### config.mk
export PLATFORM = sky130hd
export DESIGN_NAME = zxmem_top
export DESIGN_NICKNAME = d
export VERILOG_FILES = /design/src/rtl/zxmem_pkg.sv /design/src/rtl/address_mapper.sv /design/src/rtl/cpu_data_mux.sv /design/src/rtl/io_port_decode.sv /design/src/rtl/paging_regs.sv /design/src/rtl/zxmem_top.sv
export SDC_FILE = /design/constraint.sdc
export NUM_CORES = 1
export LEC_CHECK = 0
export ABC_CLOCK_PERIOD_IN_PS = 2250
export BUFFER_PORTS_ARGS = -buffer_cell sky130_fd_sc_hd__clkbuf_2
export CORE_ASPECT_RATIO = 1.2
export CORE_MARGIN = 10
export CORE_UTILIZATION = 40
export CTS_CLUSTER_DIAMETER = 50
export DETAILED_ROUTE_END_ITERATION = 7
export GPL_TIMING_DRIVEN = 1
export HOLD_SLACK_MARGIN = 0.03
export PLACE_DENSITY = 0.77
export SLEW_MARGIN = 20
export SYNTH_ARGS = -nofsm -noshare
export SYNTH_HDL_FRONTEND = slang
export SYNTH_SLANG_ARGS = --single-unit
### constraint.sdc
create_clock -name clk -period 2.25 [get_ports clk]
set_input_delay 0.45 -clock clk [delete_from_list [all_inputs] [get_ports clk]]
set_output_delay 0.45 -clock clk [all_outputs]
set_load 0.02 [all_outputs]
### src/rtl/zxmem_pkg.sv
package zxmem_pkg;

   //------------------------------------------------------------
   // widths and register numbers
   //------------------------------------------------------------
   localparam int SRAM_AW    = 19;   // 512 KB external SRAM
   localparam int PAGE_OFS_W = 14;   // offset inside a 16 KB page
   localparam int PAGE_NUM_W = 5;    // 32 pages of 16 KB

   localparam logic [7:0] REG_ADDR_MASTERCONF   = 8'h00;
   localparam logic [7:0] REG_ADDR_MASTERMAPPER = 8'h01;

   // 128K ram pages, sram pages 0 to 7
   localparam logic [2:0] RAM_PAGE_0 = 3'd0;
   localparam logic [2:0] RAM_PAGE_1 = 3'd1;
   localparam logic [2:0] RAM_PAGE_2 = 3'd2;
   localparam logic [2:0] RAM_PAGE_3 = 3'd3;
   localparam logic [2:0] RAM_PAGE_4 = 3'd4;
   localparam logic [2:0] RAM_PAGE_5 = 3'd5;
   localparam logic [2:0] RAM_PAGE_6 = 3'd6;
   localparam logic [2:0] RAM_PAGE_7 = 3'd7;

   localparam logic [2:0] ROM_PAGE_BASE = 3'b010;  // roms live in sram pages 8..11

   // pages shared with the ula, these get contended
   localparam logic [2:0] SCREEN_PAGE_A = 3'd5;
   localparam logic [2:0] SCREEN_PAGE_B = 3'd7;

   //------------------------------------------------------------
   // bit positions inside the registers
   //------------------------------------------------------------
   localparam int MC_FROZEN_BIT    = 7;
   localparam int MC_TIMING_HI_BIT = 6;
   localparam int MC_NOCONT_BIT    = 5;
   localparam int MC_TIMING_LO_BIT = 4;
   localparam int MC_ISSUE2_BIT    = 3;
   localparam int MC_BOOT_BIT      = 0;

   localparam int BANK128_LOCK_BIT = 5;   // 7ffd bit 5 locks both paging ports
   localparam int PLUS3_ALLRAM_BIT = 0;   // 1ffd bit 0 selects all-ram mode

   localparam logic [7:0] MASTERCONF_RST = 8'h01;  // boot mode, not frozen

   //------------------------------------------------------------
   // buses and state
   //------------------------------------------------------------
   typedef struct packed {
      logic [15:0] a;
      logic [7:0]  din;      // data from cpu
      logic        mreq_n;
      logic        iorq_n;
      logic        rd_n;
      logic        wr_n;
      logic        m1_n;
   } cpu_bus_t;

   typedef struct packed {
      logic [7:0] addr;      // zx-uno register number
      logic       ior;
      logic       iow;
   } zxreg_bus_t;

   typedef struct packed {
      logic disable_7ffd;
      logic disable_1ffd;    // set means sp128 style decode
   } port_opts_t;

   typedef struct packed {
      logic wr_7ffd;
      logic wr_1ffd;
      logic wr_masterconf;
      logic wr_mastermapper;
      logic rd_masterconf;
      logic rd_mastermapper;
   } io_strobes_t;

   typedef struct packed {
      logic [7:0]            bank128;
      logic [7:0]            bankplus3;
      logic [7:0]            masterconf;
      logic [PAGE_NUM_W-1:0] mastermapper;
   } paging_state_t;

   typedef struct packed {
      logic [SRAM_AW-1:0] addr;
      logic               we_n;
      logic               oe_n;   // sram byte goes back to the cpu
   } sram_req_t;

endpackage

### src/rtl/address_mapper.sv
`timescale 1ns/1ns

module address_mapper (
   input  zxmem_pkg::cpu_bus_t       cpu,
   input  zxmem_pkg::paging_state_t  state,
   output zxmem_pkg::sram_req_t      req,
   output logic                      access_to_screen
);
   import zxmem_pkg::*;

   logic [1:0]            slot;         // 16 KB slot of the cpu address
   logic                  boot_mode;
   logic                  allram;       // +3 special paging
   logic [1:0]            arrangement;
   logic [2:0]            ram_bank;     // page at c000 in normal paging
   logic [1:0]            rom_sel;
   logic [PAGE_NUM_W-1:0] page;
   logic                  served;       // sram answers this cycle
   logic                  wr_block;     // rom area, no writes

   // 128K ram page as a full sram page number
   function automatic logic [PAGE_NUM_W-1:0] ram_page(input logic [2:0] p);
      return {{(PAGE_NUM_W-3){1'b0}}, p};
   endfunction

   always_comb begin
      slot        = cpu.a[15:14];
      boot_mode   = state.masterconf[MC_BOOT_BIT];
      allram      = state.bankplus3[PLUS3_ALLRAM_BIT];
      arrangement = state.bankplus3[2:1];
      ram_bank    = state.bank128[2:0];
      rom_sel     = {state.bankplus3[2], state.bank128[4]};
   end

   //------------------------------------------------------------
   // page selection per slot
   //------------------------------------------------------------
   always_comb begin
      page     = '0;
      served   = 1'b1;
      wr_block = 1'b0;
      case (slot)
         2'b00: begin                            // 0000-3fff
            if (boot_mode) begin
               served = 1'b0;                    // boot rom area, not in sram
            end else if (!allram) begin
               page     = {ROM_PAGE_BASE, rom_sel};
               wr_block = 1'b1;                  // rom is read only
            end else if (arrangement == 2'b00) begin
               page = ram_page(RAM_PAGE_0);
            end else begin
               page = ram_page(RAM_PAGE_4);
            end
         end
         2'b01: begin                            // 4000-7fff
            if (boot_mode || !allram) begin
               page = ram_page(RAM_PAGE_5);
            end else begin
               case (arrangement)
                  2'b00:   page = ram_page(RAM_PAGE_1);
                  2'b11:   page = ram_page(RAM_PAGE_7);
                  default: page = ram_page(RAM_PAGE_5);
               endcase
            end
         end
         2'b10: begin                            // 8000-bfff
            if (boot_mode || !allram || arrangement == 2'b00) begin
               page = ram_page(RAM_PAGE_2);
            end else begin
               page = ram_page(RAM_PAGE_6);
            end
         end
         default: begin                          // c000-ffff
            if (boot_mode) begin
               page = state.mastermapper;        // any of the 32 pages
            end else if (!allram) begin
               page = ram_page(ram_bank);
            end else if (arrangement == 2'b01) begin
               page = ram_page(RAM_PAGE_7);
            end else begin
               page = ram_page(RAM_PAGE_3);
            end
         end
      endcase
   end

   //------------------------------------------------------------
   // sram request
   //------------------------------------------------------------
   always_comb begin
      req.addr = '0;
      if (!cpu.mreq_n) begin
         req.addr = {page, cpu.a[PAGE_OFS_W-1:0]};
      end
      req.oe_n = cpu.mreq_n || cpu.rd_n || !served;
      req.we_n = cpu.mreq_n || cpu.wr_n || !served || wr_block;
   end

   // contention only with normal 128K paging, slot 1 or a screen page at c000
   always_comb begin
      access_to_screen = 1'b0;
      if (!boot_mode && !allram) begin
         if (slot == 2'b01) begin
            access_to_screen = 1'b1;
         end else if (slot == 2'b11 &&
                      (ram_bank == SCREEN_PAGE_A || ram_bank == SCREEN_PAGE_B)) begin
            access_to_screen = 1'b1;
         end
      end
   end

endmodule

### src/rtl/cpu_data_mux.sv
`timescale 1ns/1ns

module cpu_data_mux (
   input  zxmem_pkg::cpu_bus_t       cpu,
   input  zxmem_pkg::zxreg_bus_t     zxreg,
   input  logic                      rd_masterconf,
   input  logic                      rd_mastermapper,
   input  zxmem_pkg::paging_state_t  state,
   input  zxmem_pkg::sram_req_t      req,
   input  logic [7:0]                sram_rdata,
   output logic [7:0]                dout,
   output logic                      oe_n
);
   import zxmem_pkg::*;

   logic mem_rd;   // memory read served by the sram
   logic reg_rd;   // zx-uno register read in progress

   always_comb begin
      mem_rd = !req.oe_n && !cpu.rd_n;
      reg_rd = zxreg.ior;
   end

   //------------------------------------------------------------
   // data back to the cpu, memory first then registers
   //------------------------------------------------------------
   always_comb begin
      dout = 8'h00;
      oe_n = 1'b1;   // nothing to drive
      if (mem_rd) begin
         dout = sram_rdata;
         oe_n = 1'b0;
      end else if (reg_rd && rd_masterconf) begin
         dout = state.masterconf;
         oe_n = 1'b0;
      end else if (reg_rd && rd_mastermapper) begin
         dout = {{(8-PAGE_NUM_W){1'b0}}, state.mastermapper};  // zero padded
         oe_n = 1'b0;
      end
   end

endmodule

### src/rtl/io_port_decode.sv
`timescale 1ns/1ns

module io_port_decode (
   input  zxmem_pkg::cpu_bus_t     cpu,
   input  zxmem_pkg::zxreg_bus_t   zxreg,
   input  zxmem_pkg::port_opts_t   opts,
   input  logic                    port_locked,
   input  logic                    boot_mode,
   output zxmem_pkg::io_strobes_t  strobes,
   output logic                    ioreqbank
);
   import zxmem_pkg::*;

   logic io_cycle;        // real i/o cycle, not an interrupt acknowledge
   logic io_wr;
   logic io_acc;
   logic hit_7ffd_sp128;
   logic hit_7ffd_plus2a;
   logic hit_1ffd;
   logic style_sp128;
   logic style_plus2a;

   //------------------------------------------------------------
   // paging ports, partial decode
   //------------------------------------------------------------
   always_comb begin
      io_cycle = !cpu.iorq_n && cpu.m1_n;
      io_wr    = io_cycle && !cpu.wr_n;
      io_acc   = io_cycle && (!cpu.wr_n || !cpu.rd_n);

      hit_7ffd_sp128  = !cpu.a[1] && !cpu.a[15];               // 128K style
      hit_7ffd_plus2a = !cpu.a[1] && (cpu.a[15:14] == 2'b01);  // +2A style
      hit_1ffd        = !cpu.a[1] && (cpu.a[15:12] == 4'b0001);

      // disable_7ffd kills both ports
      style_sp128  = !opts.disable_7ffd && opts.disable_1ffd;
      style_plus2a = !opts.disable_7ffd && !opts.disable_1ffd;

      strobes.wr_7ffd = io_wr && !port_locked &&
                        ((style_sp128  && hit_7ffd_sp128) ||
                         (style_plus2a && hit_7ffd_plus2a));
      strobes.wr_1ffd = io_wr && !port_locked && style_plus2a && hit_1ffd;

      // bank port access flag, the lock bit does not matter here
      ioreqbank = io_acc && style_sp128 && hit_7ffd_sp128;
   end

   //------------------------------------------------------------
   // zx-uno register numbers
   //------------------------------------------------------------
   always_comb begin
      strobes.wr_masterconf   = zxreg.iow && (zxreg.addr == REG_ADDR_MASTERCONF);
      strobes.wr_mastermapper = zxreg.iow && (zxreg.addr == REG_ADDR_MASTERMAPPER)
                                && boot_mode;   // mapper is only writable while booting
      strobes.rd_masterconf   = zxreg.ior && (zxreg.addr == REG_ADDR_MASTERCONF);
      strobes.rd_mastermapper = zxreg.ior && (zxreg.addr == REG_ADDR_MASTERMAPPER);
   end

endmodule

### src/rtl/paging_regs.sv
`timescale 1ns/1ns

module paging_regs (
   input  logic                      clk,
   input  logic                      mrst_n,
   input  logic [7:0]                din,
   input  zxmem_pkg::io_strobes_t    strobes,
   output zxmem_pkg::paging_state_t  state
);
   import zxmem_pkg::*;

   logic [7:0]            bank128;       // port 7ffd
   logic [7:0]            bankplus3;     // port 1ffd
   logic [7:0]            masterconf;
   logic [PAGE_NUM_W-1:0] mastermapper;  // page seen at c000 while booting

   //------------------------------------------------------------
   // masterconf
   //------------------------------------------------------------
   // bits 6..3 are timing and keyboard options, always writable
   // bit 7 and bits 2..0 lock once the freeze bit is set
   always_ff @(posedge clk) begin
      if (!mrst_n) begin
         masterconf <= MASTERCONF_RST;
      end else if (strobes.wr_masterconf) begin
         masterconf[6:3] <= din[6:3];
         if (!masterconf[MC_FROZEN_BIT]) begin
            masterconf[7]   <= din[7];
            masterconf[2:0] <= din[2:0];   // boot mode bit lives here
         end
      end
   end

   always_ff @(posedge clk) begin
      if (!mrst_n) begin
         mastermapper <= '0;
      end else if (strobes.wr_mastermapper) begin
         mastermapper <= din[PAGE_NUM_W-1:0];
      end
   end

   //------------------------------------------------------------
   // 128K / +3 paging ports
   //------------------------------------------------------------
   // lock handling is done in the decoder, here a strobe just loads
   always_ff @(posedge clk) begin
      if (!mrst_n) begin
         bank128   <= 8'h00;
         bankplus3 <= 8'h00;
      end else begin
         if (strobes.wr_7ffd) begin
            bank128 <= din;
         end
         if (strobes.wr_1ffd) begin
            bankplus3 <= din;
         end
      end
   end

   always_comb begin
      state.bank128      = bank128;
      state.bankplus3    = bankplus3;
      state.masterconf   = masterconf;
      state.mastermapper = mastermapper;
   end

endmodule

### src/rtl/zxmem_top.sv
`timescale 1ns/1ns

module zxmem_top (
   input  logic                   clk,
   input  logic                   mrst_n,
   input  zxmem_pkg::cpu_bus_t    cpu,
   input  zxmem_pkg::zxreg_bus_t  zxreg,
   input  zxmem_pkg::port_opts_t  opts,
   output logic [7:0]             dout,
   output logic                   oe_n,
   output logic [18:0]            sram_addr,
   output logic                   sram_we_n,
   output logic [7:0]             sram_wdata,
   input  logic [7:0]             sram_rdata,
   output logic                   ioreqbank,
   output logic                   access_to_screen,
   output logic                   in_boot_mode,
   output logic [1:0]             timing_mode,
   output logic                   disable_contention,
   output logic                   issue2_keyboard_enabled
);
   import zxmem_pkg::*;

   io_strobes_t   strobes;
   paging_state_t state;
   sram_req_t     req;

   io_port_decode u_decode (
      .cpu         (cpu),
      .zxreg       (zxreg),
      .opts        (opts),
      .port_locked (state.bank128[BANK128_LOCK_BIT]),
      .boot_mode   (state.masterconf[MC_BOOT_BIT]),
      .strobes     (strobes),
      .ioreqbank   (ioreqbank)
   );

   paging_regs u_regs (
      .clk     (clk),
      .mrst_n  (mrst_n),
      .din     (cpu.din),
      .strobes (strobes),
      .state   (state)
   );

   address_mapper u_mapper (
      .cpu              (cpu),
      .state            (state),
      .req              (req),
      .access_to_screen (access_to_screen)
   );

   cpu_data_mux u_dmux (
      .cpu             (cpu),
      .zxreg           (zxreg),
      .rd_masterconf   (strobes.rd_masterconf),
      .rd_mastermapper (strobes.rd_mastermapper),
      .state           (state),
      .req             (req),
      .sram_rdata      (sram_rdata),
      .dout            (dout),
      .oe_n            (oe_n)
   );

   // sram side
   assign sram_addr  = req.addr;
   assign sram_we_n  = req.we_n;
   assign sram_wdata = cpu.din;   // only sampled by the sram while we_n is low

   // configuration seen by the ula and keyboard
   assign in_boot_mode            = state.masterconf[MC_BOOT_BIT];
   assign timing_mode             = {state.masterconf[MC_TIMING_HI_BIT],
                                     state.masterconf[MC_TIMING_LO_BIT]};
   assign disable_contention      = state.masterconf[MC_NOCONT_BIT];
   assign issue2_keyboard_enabled = state.masterconf[MC_ISSUE2_BIT];

endmodule

==> out/summary.txt, run 1 <==
Status -> completed
Worst-path cell chain -> nor3b_2 > nor3_2 > o2bb2ai_1 > clkbuf_2
Arrival time of the worst setup path -> 1.64 ns
Critical Path Start Type -> register
Synth Area in Simple Gates -> 0.3529
RSZ-0062 raised after global routing -> no
DP Area -> 0.001969 sq mm
Global route total overflow -> 0
DRC Markers -> 0
First-pass GRT wire length -> 7514 um
Setup crit end -> dout[5]
CTS root buf -> clkbuf_8
CP peak stage delay -> 0.51 ns
Layout area overhead -> 35.12%
IO Count -> 95
Post-synth cell types -> 42
Die Height -> 87.40 um
Area fraction in compound gates after synthesis -> 0.1529
Hold Path Depth -> 3
CTS Hold Bufs -> 0
XOR/XNOR share of the synthesized area -> 0
Synth Flop Type -> dfxtp_1
Skew-Pair Late Insertion Delay -> 0.26 ns
DR vias -> 1611
Post-synth EDFFs -> 0
CTS Buf Count -> 3
Critical-path maximum fanout -> 9
R2R depth -> 3
Hold slack final -> 0.4240 ns
Worst Tran Pin Value -> 0.6542 ns
Pleak -> 0.9098 nW
Fillcell total -> 350
#FFs+latches synth -> 21
CTS sink count -> 21
Vias per cell -> 5.098
Core area -> 0.003633 sq mm
Post-Synth Adder-Cell Area -> 0
# setup viols final -> 0
Initial drt markers -> 55
Peak supply drop -> 0.0003683 V
Dpl hpwl -> 4088 um
Initial antenna violation count -> 0
CTS tree -> yes
CP Launch Point -> u_regs.masterconf[0]$_SDFFE_PN1P_
Dpl cells -> 312
Mapped Cells -> 181
Placer Congestion -> 0.8535
Max Slew Vio Count -> 0
Clk pin slew, worst setup/hold paths -> 0.08 ns
FF-to-FF Start -> u_regs.bank128[5]$_SDFFE_PN0P_
Post-Route WL -> 4851 um
Crit-path slowest cell -> nor3_2
Peak Freq -> 478.6 MHz
CP top delay family -> simple AND/OR/NAND/NOR gates
Buffers on Ports -> 94
CP Data Required Time -> 1.80 ns
Crit Path Class -> reg2out
WP depth -> 4
Final Hold Fails -> 0
H-tree depth -> 1
Final period utilization -> 0.9286
CTS Buffer Depth -> 2
Max Cap Viol -> 0
Asr flop ratio synth -> 0
Die area -> 0.006656 sq mm
Chip width -> 76.16 um
Post-synthesis sequential area ratio -> 0.2777
GRT Util Overall -> 0.1332
PD cells -> 401.0 mW/mm^2
Layout cell share with drive strength beyond 1 -> 0.4356
Largest family of logic cells by synthesized area -> simple AND/OR/NAND/NOR gates
Post-layout nets -> 316
Syn Nets -> 232
CP endpoint kind -> output pin
Normalized max-slew margin -> 0.5615
Antenna-violating nets left -> 0
Detailed-route wire length per cell -> 15.35 um
R2r endpoint -> u_regs.bank128[2]$_SDFFE_PN0P_
Final Cell Area -> 0.002046 sq mm
Synth warnings -> 0
Rows -> 24
Min Tclk post-route -> 2.089 ns
Antenna Diode Count -> 0
Synth Area per Inst -> 8.364 sq um
R2R setup slack -> 0.74 ns
Clock Skews -> 0.006879 ns
Initial Utilization -> 0.4167
Hold Crit Class -> in2reg
Largest net degree at the start of global routing -> 27
Fin cells -> 316
Post-Syn Area -> 0.001514 sq mm
Buf+Inv Stages, Crit Path -> 1
Vias in the first global route -> 1630
1st-pass router iterations -> 4
Post-synthesis mux area share -> 0.1388
## through the flow
step,total power [mW],worst slack (ns),setup TNS [ns],util
floorplan,0.5014,0.2366,0,-
global placement,0.5842,-0.03961,-0.2349,0.5420
detailed placement,0.5875,-0.04628,-0.2694,0.5420
CTS,0.8266,0.05437,0,0.5599
global route,0.8636,0.05942,0,0.5630
finish,0.8203,0.1607,0,0.5630
## registers in the layout (all words and copies together), names as in the netlist
signal               cells
u_regs.bank128           5
u_regs.bankplus3         3
u_regs.masterconf        8
u_regs.mastermapper      5
## cell families (layout without fill, tap and decap cells)
family,Yosys count,after routing
flip-flops,21,21
multiplexers,21,21
AND/OR/NAND/NOR,86,86
buffers and inverters,21,104
AO/OA/AOI/OAI,32,32
## what timing repair did
action                                  in CTS  in global routing
buffers inserted                             0                  0
endpoints found under the setup margin       9                  7
gates resized for setup                      3                  2
## metal layers
| metal | wire length [um] | part of all wire | GRT usage | up-vias |
|---|---|---|---|---|
| met1 | 2040 | 0.42 | 0.1491 | 742 |
| met2 | 2566 | 0.53 | 0.2500 | 48 |
| met3 | 193 | 0.040 | 0.02376 | 4 |
| li1 | - | - | - | 817 |
| met5 | 0 | 0 | 0 | - |
| met4 | 51 | 0.011 | 0.04061 | 0 |
## layout make-up
type | instances | area [sq um] | share of cell area
tap | 52 | 65.06 | 0.03180
clock inverter | 1 | 5.005 | 0.002446
multi-input combinational | 139 | 1006 | 0.4917
clock buffer | 3 | 41.29 | 0.02018
inverter | 2 | 7.507 | 0.003670
timing repair buffer | 98 | 500.5 | 0.2446
sequential | 21 | 420.4 | 0.2055
## power breakdown
part | total, mW | internal, mW | leakage, nW | switching (mW)
Combinational | 0.208 | 0.0830 | 0.715 | 0.125
Sequential | 0.373 | 0.372 | 0.169 | 0.000681
Clock | 0.239 | 0.123 | 0.0255 | 0.116
Total | 0.820 | 0.578 | 0.910 | 0.242
## synth_stat cells, types with 2 or more instances
cell type  count  area (sq um)
nand2_1       28         105.1
dfxtp_1       21         420.4
mux2i_1       21         210.2
nor2b_1       17         106.4
buf_4         10         75.07
a21oi_1        8         40.04
o2bb2ai_1      8         70.07
clkbuf_1       7         26.28
nand2b_1       7         43.79
nor2_1         6         22.52
o31ai_1        4         30.03
nand4_1        3         18.77
nor3_4         3         48.80
a211oi_1       2         15.01
and2_1         2         12.51
inv_1          2         7.510
nor3b_1        2         15.01
nor4_1         2         12.51
nor4b_1        2         17.52
o21ai_0        2         10.01
or3_1          2         12.51
or4b_4         2         27.53
## how the worst min path moves through the flow
| stage | startpoint | slack (ns) | endpoint |
|---|---|---|---|
| 2_1_floorplan | u_regs.bank128[1]$_SDFFE_PN0P_ | 0.43 | u_regs.bank128[1]$_SDFFE_PN0P_ |
| 3_3_place_gp | u_regs.masterconf[1]$_SDFFE_PN0P_ | 0.44 | u_regs.masterconf[1]$_SDFFE_PN0P_ |
| 3_5_place_dp | u_regs.masterconf[1]$_SDFFE_PN0P_ | 0.45 | u_regs.masterconf[1]$_SDFFE_PN0P_ |
| 4_1_cts | cpu[11] | 0.43 | u_regs.masterconf[6]$_SDFFE_PN0P_ |
| 5_1_grt | cpu[11] | 0.44 | u_regs.masterconf[6]$_SDFFE_PN0P_ |
| 6_report | cpu[11] | 0.42 | u_regs.masterconf[6]$_SDFFE_PN0P_ |
## worst min-delay path, cell delays in order
cell      delay, ns
clkbuf_2       0.09
nand2_1        0.05
mux2i_1        0.05
## layout by cell type, fill, tap and decap left out, types with 2 or more instances in the layout
master and n:
o21ai_0 2, nand2_1 28, or4b_4 2, clkbuf_2 94, nor2b_1 17, nand2b_1 7, nor2_1 6, clkbuf_8 3
and2_1 2, inv_1 2, o2bb2ai_1 8, mux2i_1 21, o31ai_1 4, dfxtp_1 21, a21oi_1 8, or3_1 2
nor3_4 3, a211oi_1 2, buf_4 4, nand4_1 3
(Power assumes the default switching activity.)
==> inputs of run 2 (changes only) <==
ABC_AREA = 1   (was default)
CORE_UTILIZATION = 46   (was 40)
PLACE_DENSITY = 0.86   (was 0.77)
==> out/summary.txt, run 2 <==
Synth Area in Simple Gates -> 0.4371
Peak Freq -> 481.8 MHz
CP Launch Point -> cpu[27]
#FFs+latches synth -> 21
Post-synthesis mux area share -> 0
1st-pass router iterations -> 5
Vias per cell -> 4.920
Crit path top cell by count -> clkbuf_2
Final Util -> 0.6110
Clock Skews -> 0.007456 ns
DP Area -> 0.001953 sq mm
First-pass GRT wire length -> 7914 um
Die Height -> 83.62 um
Crit Path Class -> in2out
M1 wire length -> 1812 um
Post-synthesis sequential area ratio -> 0.2710
Top sig layer -> met4
Min-delay src -> cpu[12]
# setup viols final -> 0
Arrival time of the worst setup path -> 1.63 ns
Worst-path cell chain -> clkbuf_2 > nor2_2 > nand2_1 > nand3_2 > clkinvlp_4 > o21ai_1 > clkbuf_2
Synth warnings -> 0
Post-synth EDFFs -> 0
Chip width -> 73.02 um
Fin cells -> 387
Antenna-violating nets left -> 0
Rows -> 23
Max Cap Viol -> 0
Sw Pwr -> 0.2558 mW
Area fraction in compound gates after synthesis -> 0.1040
Post-Syn Area -> 0.001551 sq mm
RSZ-0062 raised after global routing -> no
Pleak -> 1.111 nW
Most frequent cells in the layout -> 94 x clkbuf_2, 66 x nand2_1, 46 x nor2_1, 40 x inv_1, 31 x nand3_1
Dpl hpwl -> 4151 um
Mapped Cells -> 269
R2r endpoint -> u_regs.bankplus3[1]$_SDFFE_PN0P_
Min Tclk post-route -> 2.076 ns
Final worst setup slack -> 0.1744 ns
IO Count -> 95
Critical-path maximum fanout -> 11
Pre-CTS setup slack -> 0.2486 ns
Final Cell Area -> 0.002004 sq mm
Register with the most flip-flops -> u_regs.masterconf
DR WL met2 -> 2485 um
PD cells -> 411.6 mW/mm^2
Fin Setup TNS -> 0 ns
Normalized max-slew margin -> 0.7667
DR vias -> 1904
Antenna Diode Count -> 0
Multi-input gate area -> 839.6 sq um
Final period utilization -> 0.9225
CTS sink count -> 21
Tot Pwr -> 0.8250 mW
Layout cell share with drive strength beyond 1 -> 0.3229
CP peak stage delay -> 0.23 ns
Syn Nets -> 320
Most frequent cells after synthesis -> 66 x nand2_1, 46 x nor2_1, 41 x inv_1
XOR/XNOR share of the synthesized area -> 0
Status -> completed
Worst Tran Pin Value -> 0.3496 ns
Flop pwr share -> 0.453
CP Data Required Time -> 1.80 ns
Hold slack final -> 0.4390 ns
CTS tree -> yes
Synth Flop Type -> dfxtp_1
Top flop regs -> u_regs.masterconf (8), u_regs.bank128 (5), u_regs.mastermapper (5)
Layout area overhead -> 29.19%
Initial drt markers -> 83
H-tree depth -> 1
Switching part of the total -> 0.3100
Asr flop ratio synth -> 0
DRC Markers -> 0
Vias in the first global route -> 1883
Buffers on Ports -> 94
FF-to-FF Start -> u_regs.bank128[5]$_SDFFE_PN0P_
GRT Util Overall -> 0.1526
Skew-Pair Late Insertion Delay -> 0.26 ns
R2R setup slack -> 1.12 ns
Initial Utilization -> 0.4729
Final Hold Fails -> 0
Largest family of logic cells by synthesized area -> simple AND/OR/NAND/NOR gates
Max reg flops -> 8
Largest net degree at the start of global routing -> 17
Post-Route WL -> 4926 um
Commonest non-fill, non-tap cell in the layout -> clkbuf_2
Initial antenna violation count -> 0
Dpl cells -> 383
Critical Path Start Type -> input pin
Post-synth cell types -> 25
Hold Path Depth -> 3
Max Slew Vio Count -> 0
CTS Buffer Depth -> 2
Synth area leaders -> dfxtp_1 27%, nand2_1 16%, nor2_1 11%
Post-layout nets -> 402
Crit-path slowest cell -> clkinvlp_4
Peak supply drop -> 0.0003207 V
Clk pin slew, worst setup/hold paths -> 0.08 ns
Placer Congestion -> 0.9448
Register area -> 421.7 sq um
Detailed-route wire length per cell -> 12.73 um
R2R depth -> 5
CTS Buf Count -> 3
Hold Crit Endpoint -> u_regs.masterconf[7]$_SDFFE_PN0P_
CP endpoint kind -> output pin
Top cell type by total area after synthesis -> dfxtp_1
Fillcell total -> 332
Post-synth top area share -> 0.2710
CTS root buf -> clkbuf_8
Comb pwr share -> 0.245
Clock share of power -> 0.302
Most common cell in the netlist -> nand2_1
Detail Route met3 WL -> 561 um
Post-Synth Adder-Cell Area -> 0
Die area -> 0.006106 sq mm
Hold Crit Class -> in2reg
Total internal power -> 0.5693 mW
Global route total overflow -> 0
Synth Area per Inst -> 5.768 sq um
Core area -> 0.003281 sq mm
## run 2: cell types whose count changed in the layout (fill, tap and decap cells not counted), sizes merged, moves of 7 or more
| cell | previous run | this run |
|---|---|---|
| nor2 | 6 | 52 |
| nand2 | 28 | 67 |
| inv | 2 | 40 |
| nand3 | 1 | 32 |
| mux2i | 21 | 0 |
| nor2b | 17 | 0 |
| o21ai | 2 | 10 |
| o2bb2ai | 8 | 0 |
| a21oi | 8 | 15 |
| nand2b | 7 | 0 |
## run 2: final cells by class
| type | count | area share |
|---|---|---|
| Clock inverter | 1 | 0.002497 |
| Timing Repair Buffer | 97 | 0.2459 |
| Multi-Input combinational cell | 187 | 0.4189 |
| Inverter | 41 | 0.07865 |
| Clock buffer | 3 | 0.02060 |
| Sequential cell | 21 | 0.2104 |
| Tap cell | 37 | 0.02310 |
## run 2: cells by family (layout without fill, tap and decap cells)
family                 count (synthesis)  count (layout)
AND/OR/NAND/NOR                      158             158
AO/OA/AOI/OAI                         29              29
buffers and inverters                 61             142
flip-flops                            21              21
## run 2: critical path: cells and delay by family
family | cells | cell delay, ns
buffers and inverters | 3 | 0.53
AO/OA/AOI/OAI | 1 | 0.18
AND/OR/NAND/NOR | 3 | 0.45
## run 2: power by group through the flow
stage	clock [mW]	sequential, mW	combinational, mW
finish	0.249	0.373	0.202
global route	0.264	0.374	0.224
CTS	0.251	0.373	0.203
detailed placement	0	0.382	0.203
global placement	0	0.382	0.200
floorplan	0	0.382	0.119
## run 2: layer usage
| layer | GRT usage | vias up |
|---|---|---|
| met5 | 0 | - |
| met3 | 0.05238 | 7 |
| met1 | 0.1409 | 830 |
| li1 | - | 985 |
| met2 | 0.2882 | 82 |
| met4 | 0.05709 | 0 |
## run 2: worst max path at each step
stage                               end  cells past startpoint
final                           dout[7]                      7
after global routing            dout[7]                      7
after CTS                       dout[7]                      5
after detailed placement        dout[7]                      7
after global placement          dout[7]                      7
after floorplan           sram_addr[14]                      5
## run 2: repair_timing
action,in CTS,in global routing
gates resized for setup,0,2
hold buffers,0,0
endpoints found under the setup margin,0,1
buffers inserted,0,0
==> inputs of run 3 (changes only) <==
ABC_CLOCK_PERIOD_IN_PS = default   (was 2250)
BUFFER_PORTS_ARGS = default   (was -buffer_cell sky130_fd_sc_hd__clkbuf_2)
CORE_UTILIZATION = 54   (was 46)
DONT_BUFFER_PORTS = 1   (was default)
PLACE_DENSITY = 0.7   (was 0.86)
==> out/summary.txt, run 3 (synthesis gave the netlist of run 2 again) <==
CTS Buffer Depth -> 2
PD cells -> 430.3 mW/mm^2
Dpl hpwl -> 3445 um
Buffers on Ports -> 0
Rows -> 21
Fillcell total -> 297
Register area -> 420.4 sq um
Hold Crit Class -> in2reg
Final Hold Fails -> 0
Fin Setup TNS -> 0 ns
Max Cap Viol -> 0
Pleak -> 0.7172 nW
GRT Util Overall -> 0.1444
CTS sink count -> 21
Layout cell share with drive strength beyond 1 -> 0.06977
Max reg flops -> 8
Antenna-violating nets left -> 0
IO Count -> 95
Post-Route WL -> 4151 um
# resized after CTS -> 0
Arrival time of the worst setup path -> 1.63 ns
# setup viols final -> 0
Pre-CTS setup slack -> 0.3336 ns
Vias in the first global route -> 1435
Skew-Pair Late Insertion Delay -> 0.30 ns
Final period utilization -> 0.9265
Peak Freq -> 479.7 MHz
R2R setup slack -> 0.92 ns
DRC Markers -> 0
Initial drt markers -> 80
Worst Tran Pin Value -> 0.4813 ns
CP Data Required Time -> 1.80 ns
Hold Path Depth -> 1
Commonest non-fill, non-tap cell in the layout -> nand2_1
CTS root buf -> clkbuf_4
Detailed-route wire length per cell -> 14.22 um
Top flop regs -> u_regs.masterconf (8), u_regs.bank128 (5), u_regs.mastermapper (5)
Core area -> 0.002785 sq mm
Most frequent cells in the layout -> 66 x nand2_1, 46 x nor2_1, 41 x inv_1, 31 x nand3_1, 21 x dfxtp_1
CP endpoint kind -> output pin
RSZ-0062 raised after global routing -> no
Clk pin slew, worst setup/hold paths -> 0.11 ns
H-tree depth -> 1
Global route total overflow -> 0
CTS Buf Count -> 3
Critical-path maximum fanout -> 11
R2r endpoint -> u_regs.mastermapper[1]$_SDFFE_PN0P_
Max Slew Vio Count -> 0
DR vias -> 1513
1st-pass router iterations -> 4
# Post-CTS Setup Buffers -> 0
CTS tree -> yes
Layout area overhead -> -2.016%
Min-delay src -> mrst_n
Die Height -> 78.72 um
Chip width -> 68.93 um
CTS Hold Bufs -> 0
Min Tclk post-route -> 2.085 ns
Initial antenna violation count -> 0
Clock Skews -> 0.004481 ns
Hold Crit Endpoint -> u_regs.masterconf[0]$_SDFFE_PN1P_
Final worst setup slack -> 0.1653 ns
Initial Utilization -> 0.5571
DP Area -> 0.001494 sq mm
Placer Congestion -> 0.8834
Vias per cell -> 5.182
Multi-input gate area -> 839.6 sq um
Crit Path Class -> reg2out
Status -> completed
Final Cell Area -> 0.001520 sq mm
Register with the most flip-flops -> u_regs.masterconf
First-pass GRT wire length -> 6368 um
Tot Pwr -> 0.6541 mW
Largest net degree at the start of global routing -> 18
Peak supply drop -> 0.0003354 V
FF-to-FF Start -> u_regs.masterconf[0]$_SDFFE_PN1P_
Antenna Diode Count -> 0
Normalized max-slew margin -> 0.6801
Critical Path Start Type -> register
Die area -> 0.005426 sq mm
Post-layout nets -> 310
R2R depth -> 6
run 3: cell type report:
type                    count  share of cell area
multi-input cells         187              0.5523
well taps                  34             0.02798
inverters                  41              0.1012
repair buffers              5             0.02469
flip-flops and latches     21              0.2765
clock buffers               4             0.01728
run 3: critical path, cell delays in order (launching register included):
cell and delay, ns:
dfxtp_1 0.45, nand2_1 0.12, nand3_2 0.15, inv_1 0.19, o21ai_1 0.42
run 3: how the worst max path moves through the flow:
stage	from	to	slack, ns	cells past startpoint
final	u_regs.masterconf[0]$_SDFFE_PN1P_	dout[7]	0.17	4
after global routing	u_regs.masterconf[0]$_SDFFE_PN1P_	dout[7]	0.03	4
after CTS	u_regs.masterconf[0]$_SDFFE_PN1P_	dout[7]	0.13	4
after detailed placement	cpu[27]	dout[7]	0.33	5
after global placement	cpu[27]	dout[7]	0.32	5
after floorplan	u_regs.masterconf[0]$_SDFFE_PN1P_	sram_addr[14]	0.38	5
run 3: power by group:
part	internal, mW	total [mW]	switching [mW]	leakage [nW]
Sequential	0.373	0.374	0.000936	0.169
Combinational	0.0252	0.0986	0.0734	0.533
Clock	0.0692	0.182	0.112	0.0150
Total	0.467	0.654	0.187	0.717
run 3: metrics by stage:
stage,hold slack [ns],cells,util
4_1_cts,0.2118,292,0.5458
5_1_grt,0.2161,292,0.5458
3_3_place_gp,0.4423,288,0.5364
6_report,0.2240,292,0.5458
3_5_place_dp,0.4445,288,0.5364
2_1_floorplan,0.4267,269,-
run 3: routing by layer:
layer,GRT usage,part of all wire,up-vias
met5,0,0,-
met4,0.05731,0.0026,0
met3,0.05056,0.11,2
met2,0.2500,0.51,62
met1,0.1521,0.38,645
li1,-,-,804
